[config.mk]
export PLATFORM = sky130hd
export DESIGN_NAME = chipsetBridge
export DESIGN_NICKNAME = d
export VERILOG_FILES = /design/src/logic/chipsetBridgePkg.sv /design/src/logic/chipBusCycle.sv /design/src/logic/chipDataLatch.sv /design/src/logic/chipsetBridge.sv /design/src/logic/colorClockSync.sv /design/src/logic/registerSpaceDecode.sv
export SDC_FILE = /design/constraint.sdc
export NUM_CORES = 1
export LEC_CHECK = 0
export BUFFER_PORTS_ARGS = -buffer_cell sky130_fd_sc_hd__buf_2
export CORE_UTILIZATION = 43
export DETAILED_ROUTE_END_ITERATION = 10
export HOLD_SLACK_MARGIN = 0.05
export PLACE_DENSITY_LB_ADDON = 0.12
export SYNTH_ARGS = -nofsm -noshare
export SYNTH_HDL_FRONTEND = slang
export SYNTH_SLANG_ARGS = --single-unit
[constraint.sdc]
create_clock -name CLK40 -period 2.16 [get_ports CLK40]
set_clock_uncertainty 0.1 [all_clocks]
set_input_delay 0.108 -clock CLK40 [delete_from_list [all_inputs] [get_ports CLK40]]
set_output_delay 0.108 -clock CLK40 [all_outputs]
set_load 0.01 [all_outputs]
[src/logic/chipsetBridgePkg.sv]
////////////////////////////////////////
// Constants shared by the chipset register bridge
// Bus widths, the custom chip window, the SIZ codes
// and the 68000 state codes of the bus sequencer
////////////////////////////////////////
`default_nettype none

package chipsetBridgePkg;

    ////////////////////////////////////////
    // Bus widths

    localparam int ADDR_W = 24;                     // CPU address A23..A0
    localparam int DATA_W = 16;                     // Chip data bus D15..D0

    ////////////////////////////////////////
    // Address decode

    // Top 12 address bits of the custom chip window
    localparam logic [11:0] REG_SPACE_BASE = 12'hDFF;

    // Transfer size as SIZ1:SIZ0
    localparam logic [1:0] SIZ_BYTE = 2'b01;        // Single byte
    localparam logic [1:0] SIZ_WORD = 2'b10;        // Full 16 bit word

    ////////////////////////////////////////
    // Bus sequencer states

    // Named after the MC68000 bus states they stand for
    localparam logic [2:0] ST_S2 = 3'd0;            // Idle, waiting for a request
    localparam logic [2:0] ST_S4 = 3'd1;            // Strobes out, Agnus may hold off
    localparam logic [2:0] ST_S5 = 3'd2;            // Early read acknowledge
    localparam logic [2:0] ST_S6 = 3'd3;            // Data phase
    localparam logic [2:0] ST_S7 = 3'd4;            // Close of cycle

endpackage

`default_nettype wire

[src/logic/chipBusCycle.sv]
////////////////////////////////////////
// MC68000 style bus cycle sequencer for register accesses
// Runs one cycle at a time off the colour clock state strobes
// Agnus wait states are taken at state 4
////////////////////////////////////////
`timescale 1ns/10ps
`default_nettype none

module chipBusCycle
    import chipsetBridgePkg::*;
(
    input  wire  CLK40,
    input  wire  nRESET,
    input  wire  phaseS2,           // 68000 state strobes
    input  wire  phaseS4,
    input  wire  phaseS5,
    input  wire  phaseS7,
    input  wire  regReq,            // Decoded register request
    input  wire  rnw,
    input  wire  upperLane,
    input  wire  lowerLane,
    input  wire  nDBR,              // Agnus owns the bus when low
    input  wire  casAgnus,          // Agnus chip RAM access in progress
    output logic nAS,
    output logic nUDS,
    output logic nLDS,
    output logic nRegEn,            // Register space enable to the chips
    output logic regTa,             // Transfer acknowledge to the CPU
    output logic regCycle,          // Bridge busy with register cycles
    output logic readLatch,         // Capture chip read data now
    output logic writeCycle         // Write data should be driven
);

    logic [2:0] state;
    logic       asOn;               // Address strobe active
    logic       dsOn;               // Data strobes allowed
    logic       udsOn, ldsOn;       // Lanes captured at cycle start
    logic       regEnOn;
    logic       taOn;
    logic       cycleOn;
    logic       readCyc;            // rnw held for the whole cycle

    ////////////////////////////////////////
    // Bus outputs

    assign nAS      = ~asOn;
    assign nUDS     = ~(udsOn & dsOn);
    assign nLDS     = ~(ldsOn & dsOn);
    assign nRegEn   = ~regEnOn;
    assign regTa    = taOn;
    assign regCycle = cycleOn;

    // Same edge as the early read acknowledge
    assign readLatch = (state == ST_S5) & phaseS5 & readCyc;

    ////////////////////////////////////////
    // Sequencer

    always_ff @(posedge CLK40) begin
        if (!nRESET) begin
            state      <= ST_S2;
            asOn       <= 1'b0;
            dsOn       <= 1'b0;
            udsOn      <= 1'b0;
            ldsOn      <= 1'b0;
            regEnOn    <= 1'b0;
            taOn       <= 1'b0;
            cycleOn    <= 1'b0;
            readCyc    <= 1'b1;
            writeCycle <= 1'b0;
        end else begin
            taOn <= 1'b0;                           // Acknowledge lasts one clock

            case (state)
                ST_S2: begin
                    if (phaseS2) begin
                        if (regReq) begin
                            asOn       <= 1'b1;
                            regEnOn    <= 1'b1;
                            cycleOn    <= 1'b1;
                            udsOn      <= upperLane;
                            ldsOn      <= lowerLane;
                            dsOn       <= rnw;      // Reads strobe with AS
                            readCyc    <= rnw;
                            writeCycle <= ~rnw;
                            state      <= ST_S4;
                        end else begin
                            cycleOn <= 1'b0;        // No follow-on access
                        end
                    end
                end

                ST_S4: begin
                    // Write strobes go out once data is on the bus
                    if (phaseS4) begin
                        dsOn <= 1'b1;
                        if (nDBR && !casAgnus) begin
                            state <= ST_S5;
                        end                         // Else one more colour clock
                    end
                end

                ST_S5: begin
                    if (phaseS5) begin
                        taOn  <= readCyc;           // Reads finish early
                        state <= ST_S6;
                    end
                end

                ST_S6: begin
                    if (phaseS2) begin
                        state <= ST_S7;
                    end
                end

                ST_S7: begin
                    // Strobes released, writes acknowledged here
                    if (phaseS7) begin
                        asOn       <= 1'b0;
                        dsOn       <= 1'b0;
                        regEnOn    <= 1'b0;
                        writeCycle <= 1'b0;
                        taOn       <= ~readCyc;
                        state      <= ST_S2;
                    end
                end

                default: begin
                    state <= ST_S2;                 // Recover from a bad code
                end
            endcase
        end
    end

endmodule

`default_nettype wire

[src/logic/chipDataLatch.sv]
////////////////////////////////////////
// Data path between the CPU and the chip data bus
// Holds read data for the CPU and write data for the chips
////////////////////////////////////////
`timescale 1ns/10ps
`default_nettype none

module chipDataLatch
    import chipsetBridgePkg::*;
(
    input  wire              CLK40,
    input  wire              nRESET,
    input  wire              readLatch,     // One clock pulse at state 5
    input  wire              writeCycle,    // High through a write cycle
    input  wire [DATA_W-1:0] chipDataIn,
    input  wire [DATA_W-1:0] cpuWriteData,
    output logic [DATA_W-1:0] cpuReadData,
    output logic [DATA_W-1:0] chipDataOut,
    output logic             chipDataOe     // Enable for the chip bus drivers
);

    logic writeStart;

    // First clock of a write, the enable is not up yet
    assign writeStart = writeCycle & ~chipDataOe;

    ////////////////////////////////////////
    // Read path

    // Held until the next read overwrites it
    always_ff @(posedge CLK40) begin
        if (readLatch) begin
            cpuReadData <= chipDataIn;
        end
    end

    ////////////////////////////////////////
    // Write path

    always_ff @(posedge CLK40) begin
        if (writeStart) begin
            chipDataOut <= cpuWriteData;        // Frozen for the whole cycle
        end
    end

    // Follows writeCycle one clock late
    always_ff @(posedge CLK40) begin
        if (!nRESET) begin
            chipDataOe <= 1'b0;
        end else begin
            chipDataOe <= writeCycle;
        end
    end

endmodule

`default_nettype wire

[src/logic/chipsetBridge.sv]
////////////////////////////////////////
// Top of the CPU to custom chip register bridge
// Turns CPU accesses into 68000 cycles on the chip bus
////////////////////////////////////////
`timescale 1ns/10ps
`default_nettype none

module chipsetBridge
    import chipsetBridgePkg::*;
(
    input  wire               CLK40,
    input  wire               nRESET,
    input  wire               C1,
    input  wire               C3,
    input  wire               cpuCycle,
    input  wire  [ADDR_W-1:0] cpuAddr,
    input  wire               rnw,
    input  wire  [1:0]        siz,
    input  wire  [DATA_W-1:0] cpuWriteData,
    input  wire               nDBR,
    input  wire               casAgnus,
    input  wire  [DATA_W-1:0] chipDataIn,
    output logic [DATA_W-1:0] cpuReadData,
    output logic [DATA_W-1:0] chipDataOut,
    output logic              chipDataOe,
    output logic              nAS,
    output logic              nUDS,
    output logic              nLDS,
    output logic              nRegEn,
    output logic              regTa,
    output logic              regCycle
);

    logic phaseS2, phaseS4, phaseS5, phaseS7;   // State strobes
    logic regReq, upperLane, lowerLane;         // Decode results
    logic readLatch, writeCycle;                // Sequencer to data path

    colorClockSync colorClockSync_i (
        .CLK40   (CLK40),
        .nRESET  (nRESET),
        .C1      (C1),
        .C3      (C3),
        .phaseS2 (phaseS2),
        .phaseS4 (phaseS4),
        .phaseS5 (phaseS5),
        .phaseS7 (phaseS7)
    );

    registerSpaceDecode registerSpaceDecode_i (
        .cpuCycle  (cpuCycle),
        .cpuAddr   (cpuAddr),
        .rnw       (rnw),
        .siz       (siz),
        .regReq    (regReq),
        .upperLane (upperLane),
        .lowerLane (lowerLane)
    );

    chipBusCycle chipBusCycle_i (
        .CLK40      (CLK40),
        .nRESET     (nRESET),
        .phaseS2    (phaseS2),
        .phaseS4    (phaseS4),
        .phaseS5    (phaseS5),
        .phaseS7    (phaseS7),
        .regReq     (regReq),
        .rnw        (rnw),
        .upperLane  (upperLane),
        .lowerLane  (lowerLane),
        .nDBR       (nDBR),
        .casAgnus   (casAgnus),
        .nAS        (nAS),
        .nUDS       (nUDS),
        .nLDS       (nLDS),
        .nRegEn     (nRegEn),
        .regTa      (regTa),
        .regCycle   (regCycle),
        .readLatch  (readLatch),
        .writeCycle (writeCycle)
    );

    chipDataLatch chipDataLatch_i (
        .CLK40        (CLK40),
        .nRESET       (nRESET),
        .readLatch    (readLatch),
        .writeCycle   (writeCycle),
        .chipDataIn   (chipDataIn),
        .cpuWriteData (cpuWriteData),
        .cpuReadData  (cpuReadData),
        .chipDataOut  (chipDataOut),
        .chipDataOe   (chipDataOe)
    );

endmodule

`default_nettype wire

[src/logic/colorClockSync.sv]
////////////////////////////////////////
// Brings the C1 and C3 colour clocks into the CLK40 domain
// Each output is a one cycle strobe that marks a 68000 state
////////////////////////////////////////
`timescale 1ns/10ps
`default_nettype none

module colorClockSync (
    input  wire  CLK40,
    input  wire  nRESET,
    input  wire  C1,                // Colour clock, leads C3 by 90 degrees
    input  wire  C3,
    output logic phaseS2,           // C3 fell, C1 low
    output logic phaseS4,           // C3 rose, C1 high
    output logic phaseS5,           // C1 fell, C3 high
    output logic phaseS7            // C1 rose, C3 low
);

    logic [2:0] c1Hist;             // Bit 0 is the newest sample
    logic [2:0] c3Hist;
    logic c1Rise, c1Fall;
    logic c3Rise, c3Fall;

    ////////////////////////////////////////
    // Pin history

    always_ff @(posedge CLK40) begin
        if (!nRESET) begin
            c1Hist <= 3'b111;
            c3Hist <= 3'b111;
        end else begin
            c1Hist <= {c1Hist[1:0], C1};
            c3Hist <= {c3Hist[1:0], C3};
        end
    end

    // Edges are taken from the two settled stages only
    // Stage 0 may still be metastable and is never decoded
    assign c1Rise = c1Hist[1] & ~c1Hist[2];
    assign c1Fall = ~c1Hist[1] & c1Hist[2];
    assign c3Rise = c3Hist[1] & ~c3Hist[2];
    assign c3Fall = ~c3Hist[1] & c3Hist[2];

    ////////////////////////////////////////
    // State strobes

    // Registered, so a strobe appears three edges after the pin edge
    always_ff @(posedge CLK40) begin
        if (!nRESET) begin
            phaseS2 <= 1'b0;
            phaseS4 <= 1'b0;
            phaseS5 <= 1'b0;
            phaseS7 <= 1'b0;
        end else begin
            phaseS2 <= c3Fall & ~c1Hist[1];     // Both clocks now low
            phaseS4 <= c3Rise & c1Hist[1];      // Both clocks now high
            phaseS5 <= c1Fall & c3Hist[1];
            phaseS7 <= c1Rise & ~c3Hist[1];
        end
    end

endmodule

`default_nettype wire

[src/logic/registerSpaceDecode.sv]
////////////////////////////////////////
// Qualifies a CPU access as a custom chip register cycle
// and works out which byte lanes the 68000 strobes drive
////////////////////////////////////////
`timescale 1ns/10ps
`default_nettype none

module registerSpaceDecode
    import chipsetBridgePkg::*;
(
    input  wire              cpuCycle,      // CPU has an access pending
    input  wire [ADDR_W-1:0] cpuAddr,
    input  wire              rnw,           // High for a read
    input  wire [1:0]        siz,           // SIZ1:SIZ0
    output logic             regReq,        // Access falls in register space
    output logic             upperLane,     // Drive UDS, D15..D8
    output logic             lowerLane      // Drive LDS, D7..D0
);

    localparam int WIN_W = $bits(REG_SPACE_BASE);

    logic inWindow;
    logic byteAccess;

    ////////////////////////////////////////
    // Address window

    // Only the top bits matter, registers are decoded by the chips
    assign inWindow = (cpuAddr[ADDR_W-1 -: WIN_W] == REG_SPACE_BASE);
    assign regReq   = cpuCycle & inWindow;

    ////////////////////////////////////////
    // Byte lanes

    // Long and three byte codes never reach here as a single cycle
    // so anything wider than a byte uses both lanes
    always_comb begin
        case (siz)
            SIZ_BYTE: byteAccess = 1'b1;
            SIZ_WORD: byteAccess = 1'b0;
            default:  byteAccess = 1'b0;    // Treat as word
        endcase
    end

    // Reads always fetch the whole word
    // Even address is the upper byte on the 68000
    assign upperLane = rnw | ~cpuAddr[0];

    // Odd byte or any word write needs the low lane
    assign lowerLane = rnw | cpuAddr[0] | ~byteAccess;

endmodule

`default_nettype wire

* After elaboration in Yosys (flattened, before gate mapping)
Cells that the tools add are included.
Storage, ports and cells: bits in registers 54, input bits 66, output and inout port bits 39, logic and storage cells 94
Cells by class: equal/unequal tests 13, muxes and demuxes 24, bitwise gates (word level) 29, reduce and logical (&&, ||, !) cells 10
Operators by type and width (number):
- 3-bit 2-to-1 mux | 7
- 3-bit one-hot mux with 5 select lines | 1
- 1-bit bitwise AND | 14
- 12-bit equality test (second input constant) | 1
- 1-bit 2-to-1 mux | 12
- 1-bit inverter | 12
- 2-bit inequality test (second input constant) | 5
- 7-bit AND reduction | 1
- 3-bit by 2-bit equality test with 1-bit output (second input constant) | 2
- 1-bit one-hot mux with 2 select lines | 3
- 5-bit AND reduction | 1
- 2-bit by 1-bit inequality test with 1-bit output (second input constant) | 2
- 4-bit AND reduction | 1
- 3-bit by 1-bit equality test with 1-bit output (second input constant) | 1
- 3-bit equality test (second input constant) | 1
- 3-bit zero test | 1
- 1-bit OR | 3
- 1-bit one-hot mux with 3 select lines | 1
- 3-bit AND reduction | 1
- 3-bit nonzero test | 1
- 2-bit by 1-bit equality test with 1-bit output (second input constant) | 1
- 2-bit AND reduction | 1
- 2-bit nonzero test | 1
- 1-bit logical AND | 1
- 1-bit zero test | 1

* Logic depth before layout (Yosys ltp)
Gate-level depths: netlist (run 1).
depth after elaboration 5, gate-level depth with buffers 5, gate-level depth less buffers 4

* By module
From an unflattened synthesis (run 1), not the netlist that was laid out.
Second synthesis, totals: cell total of the unflattened synthesis 129, area, all modules 1910.6 um^2
Modules (own cells, without submodules):
- chipDataLatch | times used 1, cells each 35, area an instance 1001.0 um^2, sequential area each 980.9 um^2
- chipBusCycle | times used 1, cells each 67, area an instance 580.6 um^2, sequential area each 220.2 um^2
- colorClockSync | times used 1, cells each 20, area an instance 282.8 um^2, sequential area each 200.2 um^2
- registerSpaceDecode | times used 1, cells each 7, area an instance 46.3 um^2, sequential area each 0.0 um^2

* Worst setup path after synthesis (run 1)
No wires, ideal clock.
path kind register to register, start reg chipBusCycle_i.state[2], end reg chipDataLatch_i.cpuReadData[0] (enable), library setup time 388 ps, arrival 1370 ps, data required time 1672 ps, slack 302 ps, cell stages (with the launch flop) 5, buffers on the path 1, period minus slack after synthesis 1858 ps, cell sequence dfxtp_1 buf_2 nor2b_1 nand3_1 nor2_1
Between the ends: longest elaborated chain between the ends 3
Ends and longest elaborated chain:
- from (decl) | line chipBusCycle.sv:34 | logic [2:0] state;
- from (signal assigned) | line chipBusCycle.sv:61 | state <= ST_S2;
- from (signal assigned) | line chipBusCycle.sv:86 | state <= ST_S4;
- from (signal assigned) | line chipBusCycle.sv:98 | state <= ST_S5;
- 3-bit by 2-bit equality test with 1-bit output | line chipBusCycle.sv:54 | assign readLatch = (state == ST_S5) & phaseS5 & readCyc;
- 1-bit bitwise AND (2 in a row) | line chipBusCycle.sv:54
- net chipBusCycle_i.readLatch | line chipBusCycle.sv:30 | output logic readLatch,
- to (signal assigned) | line chipDataLatch.sv:33 | cpuReadData <= chipDataIn;
- to (decl) | line chipDataLatch.sv:17 | output logic [DATA_W-1:0] cpuReadData,
The timed path passes the listed nets, and every way through them passes these cells. A chain may end at the register's enable or synchronous reset.

* Final worst setup path (run 1)
start reg chipBusCycle_i.state[1], end reg chipDataLatch_i.cpuReadData[7] (enable)
Same word-level chain as after synthesis.

==> results of run 1 <==
flip-flops by register name, indices dropped and copies added, names as in the netlist:
| name | cells |
|---|---|
| chipBusCycle_i.writeCycle | 1 |
| colorClockSync_i.c1Hist | 3 |
| chipBusCycle_i.readCyc | 1 |
| colorClockSync_i.phaseS2 | 1 |
| chipDataLatch_i.cpuReadData | 16 |
| chipDataLatch_i.chipDataOe | 1 |
| chipDataLatch_i.chipDataOut | 16 |
| colorClockSync_i.c3Hist | 3 |
| chipBusCycle_i.ldsOn | 1 |
| chipBusCycle_i.dsOn | 1 |
| colorClockSync_i.phaseS4 | 1 |
| colorClockSync_i.phaseS5 | 1 |
| chipBusCycle_i.regEnOn | 1 |
| chipBusCycle_i.regTa | 1 |
| chipBusCycle_i.regCycle | 1 |
| chipBusCycle_i.udsOn | 1 |
| colorClockSync_i.phaseS7 | 1 |
| chipBusCycle_i.state | 3 |
power groups by stage:
stage / registers, mW / clock network [mW] / logic (mW)
4_1_cts: 1.10 / 0.695 / 0.124
3_5_place_dp: 1.12 / 0 / 0.0682
2_1_floorplan: 1.12 / 0 / 0.0142
5_1_grt: 1.10 / 0.738 / 0.135
3_3_place_gp: 1.12 / 0 / 0.0647
6_report: 1.10 / 0.683 / 0.125
worst min path at each step:
stage	start	endpoint	slack (ns)	cells after the start
finish	casAgnus	chipBusCycle_i.state[1]	0.06	4
floorplan	nRESET	colorClockSync_i.c3Hist[2]	0.10	1
detailed placement	chipDataIn[7]	chipDataLatch_i.cpuReadData[7]	0.19	1
CTS	casAgnus	chipBusCycle_i.state[1]	0.06	4
global placement	cpuWriteData[0]	chipDataLatch_i.chipDataOut[0]	0.18	1
global route	casAgnus	chipBusCycle_i.state[1]	0.06	4
layout by cell type, fill, tap and decap left out, types with 2 or more instances in the layout:
cell,count
nand3_1,2
buf_2,93
mux2i_1,2
nor3_1,4
dlygate4sd3_1,39
o31ai_1,2
buf_4,2
edfxtp_1,32
nand2_1,13
and2_1,2
nor2_1,5
nand3b_1,2
clkbuf_8,5
o21a_1,3
inv_1,3
nor3b_1,2
nor2b_1,3
o21ai_0,2
a21oi_1,7
nand2b_1,6
dfxtp_1,22
nor4b_1,2
cell type report:
type                    instances  area [sq um]  area share [%]
flip-flops and latches         54          1400            48.2
inverters                       3          11.3           0.387
multi-input cells              70           448            15.4
clock buffers                   5          68.8            2.36
repair buffers                134           871            29.9
well taps                      50          62.6            2.15
clock inverters                 3          47.5            1.63
routing by layer:
layer	vias up	part of all wire [%]	track usage [%]
met5	-	0	0
met4	0	2.3	9.11
met3	11	6.4	5.67
met2	67	52	33.8
li1	757	-	-
met1	689	39	22.1
logic make-up after synthesis:
family / Yosys count / synth area share [%]
DFF: 54 / 74.4
buffers and inverters: 8 / 1.86
muxes: 2 / 1.06
AOI/OAI and AO/OA: 22 / 7.97
and+or+nand+nor: 46 / 14.7
worst reg2reg max path: stages (launching register included):
cell and delay, ns:
dfxtp_1 0.59, nor2b_1 0.24, nand3_1 0.11, nor2_1 0.09, buf_4 0.24
==> metrics.txt, run 1 <==
Reg power frac between 50% and 60%; unrepaired setup endpoints after global routing false; Ys Warns 0; PortBufs 93; worst setup path end chipDataLatch_i.cpuReadData[7]; Longest Clk Path Bufs 2; status complete, no violations; register bit total from synthesis 54; CP Launch Point chipBusCycle_i.state[1]; Wirelength per Cell ~14 um; Final Cycle Share a little under 80%; Cell Rows 23; CP Max Fanout 16; Inserted Diodes 0; Mean Syn Cell Area around 14 sq um; Final setup viols 0; Cell Area, Placed between 0.002 and 0.0025 sq mm; Hold Fails Final Rpt 0; total power approximately 1.9 mW; via-per-instance ratio approximately 4.8; Chip Width around 70 um; Register-to-Register Path Depth 4; max-slew violation count 0; Critical Path End Type register; Placed Cells 272; r2r endpoint chipDataLatch_i.cpuReadData[7]; CP delay by family, top flip-flops; Routed Wire Length 4480 um; post-route minimum period 1.67 ns; fraction of layout cells with a size suffix above 1 approximately 40%; Starting Density roughly 46%; CP peak stage delay just under 0.6 ns; drt pass-1 iters 4; GPL Wtd Cong around 0.76; largest net degree at the start of global routing 19; Placeable Area 0.00412 sq mm; Synth Instances ~130; flop2flop setup slack 0.49 ns; number of enable flip-flop cells after synthesis 32; Lkg Pwr around 1.2 nW; Synth area leaders edfxtp_1 51%, dfxtp_1 23%, nand2_1 2.6%, nand2b_1 2.0%, a21oi_1 1.9%; clock tree from TritonCTS yes; vias in the first global route ~1500; Worst Tran Pin Value just under 0.5 ns; clock latency on the worst-skew pair approximately 0.30 ns; Switching Share about a fifth; CTS Root Cell clkbuf_8; final instance area about 0.0029 sq mm; CP max-delay cell dfxtp_1; Total Routing Usage GR between 15 and 20%; fmax between 500 and 600 MHz; Fin Setup TNS 0 ns; grt total ovfl 0; Inserted Clock Buffers 5; Cell Pwr Density 654 mW/mm^2; number of vias in the routed layout approximately 1500; Worst EP arrival ~1.6 ns; Syn Nets between 150 and 200; final cell count without fillers roughly 320; CP cell instances nor2b_1 -> nand3_1 -> nor2_1 -> buf_4; Fillers 310; Tightest Hold Check Type in -> reg; htree depth 2; dpl ws between 0.5 and 0.6 ns; Synth top area share 51.0%; Layout Nets 334; Total Die Area between 0.004 and 0.005 sq mm; DP HPWL roughly 2900 um; WP data required roughly 2.1 ns; Clk pwr share between 30% and 40%; post_cts resized 0; CP Buf/Inv Count 1; RR Startpoint chipBusCycle_i.state[1]; die height 68.2 um; P&R area growth vs syn 54.4%; top cell type by total area after synthesis edfxtp_1; Synth Flop Type edfxtp_1; IO Count about 110; ANT nets after route 0; count leader, synth edfxtp_1; max-cap violations 0; WS Path Type reg -> reg; WHS between 0.06 and 0.07 ns; critical path depth 4; initial antenna violation count 0; Core Util, Final 70.7%; Iteration-0 DRC Markers 94; combinational share of power under 10%; startpoint class of the critical path register; sequential share of the synthesized area around three quarters; net switching power ~0.37 mW; clock-pin transition on the worst setup and hold timing paths 0.09 ns; CTS sink count 54; Post-CTS Setup Inserts 0; P_int 1.53 mW; Yosys cell types 34; final worst-path setup slack just under 0.5 ns; first-pass GRT wire length approximately 6400 um; synthesized cell area 0.00188 sq mm; maximum vdd drop 0.409 mV; commonest cells in the netlist 32 x edfxtp_1, 22 x dfxtp_1, 13 x nand2_1; Async SR Flop Fraction 0%; DRC viols 0; hold_buf cts 39; slew margin rel. between 60 and 70%
(Power assumes the default switching activity.)
==> run 2, diff against run 1 <==
- clock period: 2.16 -> 1.7 ns (I/O delays scaled with it)
==> run 2 against run 1 <==
Against the previous run:
- clock power barely moved
- combinational power rose by 30%
- cell count rose by 1.6%
- routed wire length rose by 2.7%
- clock-buffer cell count rose by 1
- fmax rose by 12%
- final area rose by 1.1%
- first-iteration DRC count fell by 21%
- die area did not move
- worst setup slack got worse by 0.28 ns
- sequential power rose by 26%
- critical path type unchanged
- largest cell class unchanged
==> metrics.txt, run 2 (same netlist as run 1, synthesis figures left out) <==
grt total ovfl 0; Iteration-0 DRC Markers 74; flop2flop setup slack around 0.21 ns; Layout Nets 339; Worst Tran Pin Value 0.489 ns; slew margin rel. between 60% and 70%; Final Cycle Share 87.5%; WS Path Type reg -> reg; RR Startpoint chipBusCycle_i.state[1]; dpl ws 0.180 ns; IO Count 105; initial antenna violation count 0; Hold Fails Final Rpt 0; Wirelength per Cell 14.2 um; Routed Wire Length between 4000 and 5000 um; fraction of layout cells with a size suffix above 1 about two fifths; status complete, no violations; Longest Clk Path Bufs 2; final cell count without fillers around 320; htree depth 2; Tightest Hold Check Type in -> reg; Placed Cells 275; Fin Setup TNS 0 ns; Cell Rows 23; maximum vdd drop 0.565 mV; WHS approximately 0.13 ns; Lkg Pwr ~1.2 nW; most frequent cells in the layout 93 x buf_2, 41 x dlygate4sd3_1, 32 x edfxtp_1; Largest regs chipDataLatch_i.chipDataOut (16), chipDataLatch_i.cpuReadData (16); DRC viols 0; CTS Root Cell clkbuf_8; post-route minimum period 1.49 ns; clock-pin transition on the worst setup and hold timing paths around 0.09 ns; DP HPWL 2990 um; clock latency on the worst-skew pair 0.30 ns; WP data required between 1.5 and 2 ns; P&R area growth vs syn 56.2%; CP Launch Point chipBusCycle_i.state[1]; Placeable Area just over 0.004 sq mm; vias in the first global route ~1400; Hold Crit Start siz[0]; most common cell after layout, fill and taps aside buf_2; via-per-instance ratio between 4 and 5; startpoint class of the critical path register; CP Max Fanout 16; Cell Pwr Density between 700 and 800 mW/mm^2; final worst-path setup slack 0.212 ns; ANT nets after route 0; PortBufs 93; clock tree from TritonCTS yes; first-pass GRT wire length 6470 um; Critical Path End Type register; Final setup viols 0; Starting Density about 46%; Worst EP arrival 1.41 ns; Total Routing Usage GR approximately 20%; CTS sink count 54; Inserted Clock Buffers 5; unrepaired setup endpoints after global routing false; Chip Width 68.2 um; Total Die Area around 0.0047 sq mm; Inserted Diodes 0; max-slew violation count 0; drt pass-1 iters 4; number of vias in the routed layout about 1500; max-cap violations 0; GPL Wtd Cong around 0.81; die height 68.2 um; fmax around 670 MHz; largest net degree at the start of global routing 17
run 2: per-layer routing:
| metal | wire length, um | part of all wire (%) | GRT usage, % |
|---|---|---|---|
| met5 | 0 | 0 | 0 |
| met3 | 289 | 6.3 | 5.67 |
| met2 | 2410 | 52 | 34.4 |
| met4 | 130 | 2.8 | 10.2 |
| met1 | 1770 | 38 | 21.6 |
run 2: timing repair:
| action | CTS | global route |
|---|---|---|
| hold buffers | 41 | 0 |
| setup buffers | 0 | 0 |
| gates resized for setup | 0 | 1 |
| setup endpoints to repair | 0 | 1 |
| hold endpoints to repair | 44 | 0 |
run 2: cell type report:
cell class	instances	area [sq um]
Multi-Input combinational cell	70	455
Tap cell	50	62.6
Clock inverter	2	13.8
Clock buffer	6	72.6
Inverter	3	11.3
Fill cell	305	1170
Timing Repair Buffer	139	926
Sequential cell	54	1400
run 2: worst max-delay path, stage by stage (launching register included):
cell	delay, ns
dfxtp_1	0.46
nor2b_1	0.21
nand3_1	0.13
nor2_2	0.14
buf_12	0.16
run 2: path summary, 6_finish.rpt:
check / endpoint / depth (start not counted)
setup / recovery: chipDataLatch_i.cpuReadData[9] / 4
hold / removal: chipBusCycle_i.ldsOn / 3
setup reg to reg: chipDataLatch_i.cpuReadData[9] / 4
hold reg to reg: colorClockSync_i.c1Hist[1] / 1
run 2: power breakdown:
part / leakage (nW) / total, mW / internal, mW / switching [mW]
clock network: 0.0452 / 0.686 / 0.291 / 0.395
registers: 0.466 / 1.39 / 1.39 / 0.00319
logic: 0.688 / 0.163 / 0.113 / 0.0493
total: 1.20 / 2.24 / 1.79 / 0.447
run 2: through the flow:
stage | utilization [%] | power [mW] | area (sq um)
2_1_floorplan | - | 1.44 | 1890
3_3_place_gp | 59.3 | 1.50 | 2440
3_5_place_dp | 59.3 | 1.51 | 2440
4_1_cts | 71.4 | 2.25 | 2940
5_1_grt | 71.5 | 2.33 | 2940
6_report | 71.5 | 2.24 | 2940
==> run 3, diff against run 2 <==
- PLACE_DENSITY_LB_ADDON: 0.12 -> 0.08
- SLEW_MARGIN: not set -> 30
==> run 3 against run 2 <==
Against the previous run:
- total power rose by 6.0%
- sequential cell count unchanged
- clock-buffer cell count did not move
- final area fell by 0.13%
- fmax decreased by 0.89%
- sequential share of layout area rose by 0.061 points
- die area is the same
- hold slack lost 0.058 ns
- core utilization shrank 0.091 points
- combinational power is essentially flat
- register-to-register slack about the same
- largest power group unchanged
==> metrics.txt, run 3 (same netlist as run 1, synthesis figures left out) <==
WS Path Type reg -> reg; max-slew violation count 0; Critical Path End Type register; maximum vdd drop 0.599 mV; Fillers between 300 and 400; drt pass-1 iters 4; Worst Tran Pin Value approximately 0.51 ns; Cell Rows 23; clock-pin transition on the worst setup and hold timing paths about 0.090 ns; Chip Width just under 70 um; Placed Cells between 200 and 300; DRC viols 0; die height between 60 and 70 um; post-route minimum period 1.50 ns; DP HPWL 3040 um; Placeable Area 0.00412 sq mm; Final Cycle Share around 88%; clock tree from TritonCTS yes; Starting Density 45.8%; initial antenna violation count 0; CTS Root Cell clkbuf_8; Worst EP arrival approximately 1.4 ns; Layout Nets 336; Longest Clk Path Bufs 2; P&R area growth vs syn 56.0%; slew margin rel. about 65%; total power about 2.4 mW; PortBufs slightly above 90; number of vias in the routed layout approximately 1500; area of the multi-input gates 455 sq um; Final setup viols 0; grt total ovfl 0; Iteration-0 DRC Markers roughly 130; first-pass GRT wire length between 6000 and 7000 um; fraction of layout cells with a size suffix above 1 40.6%; max-cap violations 0; WP data required between 1.5 and 2 ns; status complete, no violations; Tightest Hold Check Type in -> reg; htree depth 2; Inserted Diodes 0; Total Die Area about 0.0047 sq mm; GPL Wtd Cong 0.801; CP Max Fanout 16; vias in the first global route 1400; most common cell after layout, fill and taps aside buf_2; Lkg Pwr between 1 and 1.5 nW; Routed Wire Length ~4600 um; Core Util, Final a little under three quarters; Fin Setup TNS 0 ns; IO Count 105; Cell Pwr Density ~810 mW/mm^2; startpoint class of the critical path register; FF+latch area between 0.001 and 0.0015 sq mm; Inserted Clock Buffers 5; largest net degree at the start of global routing 17; via-per-instance ratio roughly 4.8; CTS sink count 54; clock latency on the worst-skew pair ~0.30 ns; fmax between 600 and 700 MHz; Largest regs chipDataLatch_i.chipDataOut (16), chipDataLatch_i.cpuReadData (16); unrepaired setup endpoints after global routing false; final cell count without fillers around 320; Wirelength per Cell 14.3 um; ANT nets after route 0; Total Routing Usage GR between 10% and 20%; Hold Fails Final Rpt 0; Post-CTS Setup Inserts 0; most frequent cells in the layout 93 x buf_2, 39 x dlygate4sd3_1, 32 x edfxtp_1
## run 3: power by group
part	switching, mW	internal [mW]
Clock	0.385	0.439
Combinational	0.0491	0.110
Sequential	0.00346	1.39
## run 3: worst paths after layout
kind / start / depth (start not counted) / slack, ns / to
setup reg to reg: chipBusCycle_i.state[1] / 4 / 0.20 / chipDataLatch_i.cpuReadData[3]
setup / recovery: chipBusCycle_i.state[1] / 4 / 0.20 / chipDataLatch_i.cpuReadData[3]
hold reg to reg: colorClockSync_i.c1Hist[0] / 1 / 0.32 / colorClockSync_i.c1Hist[1]
hold / removal: casAgnus / 4 / 0.07 / chipBusCycle_i.state[1]
## run 3: layout make-up
class                      instances  area share [%]
sequential                        54            47.7
clock inverter                     2            1.28
timing repair buffer             136            30.6
inverter                           3           0.383
multi-input combinational         70            15.5
tap                               50            2.13
clock buffer                       6            2.47
## run 3: critical path, stage by stage (launching register included)
cell	delay [ns]
dfxtp_1	0.46
nor2b_1	0.21
nand3_1	0.13
nor2_2	0.14
buf_12	0.16
## run 3: metrics by stage
step | hold WS (ns) | instance area (sq um) | worst slack [ns]
2_1_floorplan | 0.0805 | 1890 | 0.0891
3_3_place_gp | 0.162 | 2430 | 0.193
3_5_place_dp | 0.163 | 2430 | 0.135
4_1_cts | 0.0667 | 2930 | 0.119
5_1_grt | 0.0859 | 2940 | 0.0769
6_report | 0.0687 | 2940 | 0.199
## run 3: metal layers
layer	vias to the layer above	routed length (um)	GRT usage (%)
li1	759	-	-
met1	712	1830	21.6
met2	68	2430	36.5
met3	5	264	4.50
met4	0	68	8.59
met5	-	0	0
## run 3: timing repair
| item | 4_1_cts | 5_1_grt |
|---|---|---|
| hold endpoints to repair | 41 | 0 |
| hold buffers | 39 | 0 |
| gates resized for setup | 0 | 1 |
| setup endpoints to repair | 0 | 2 |
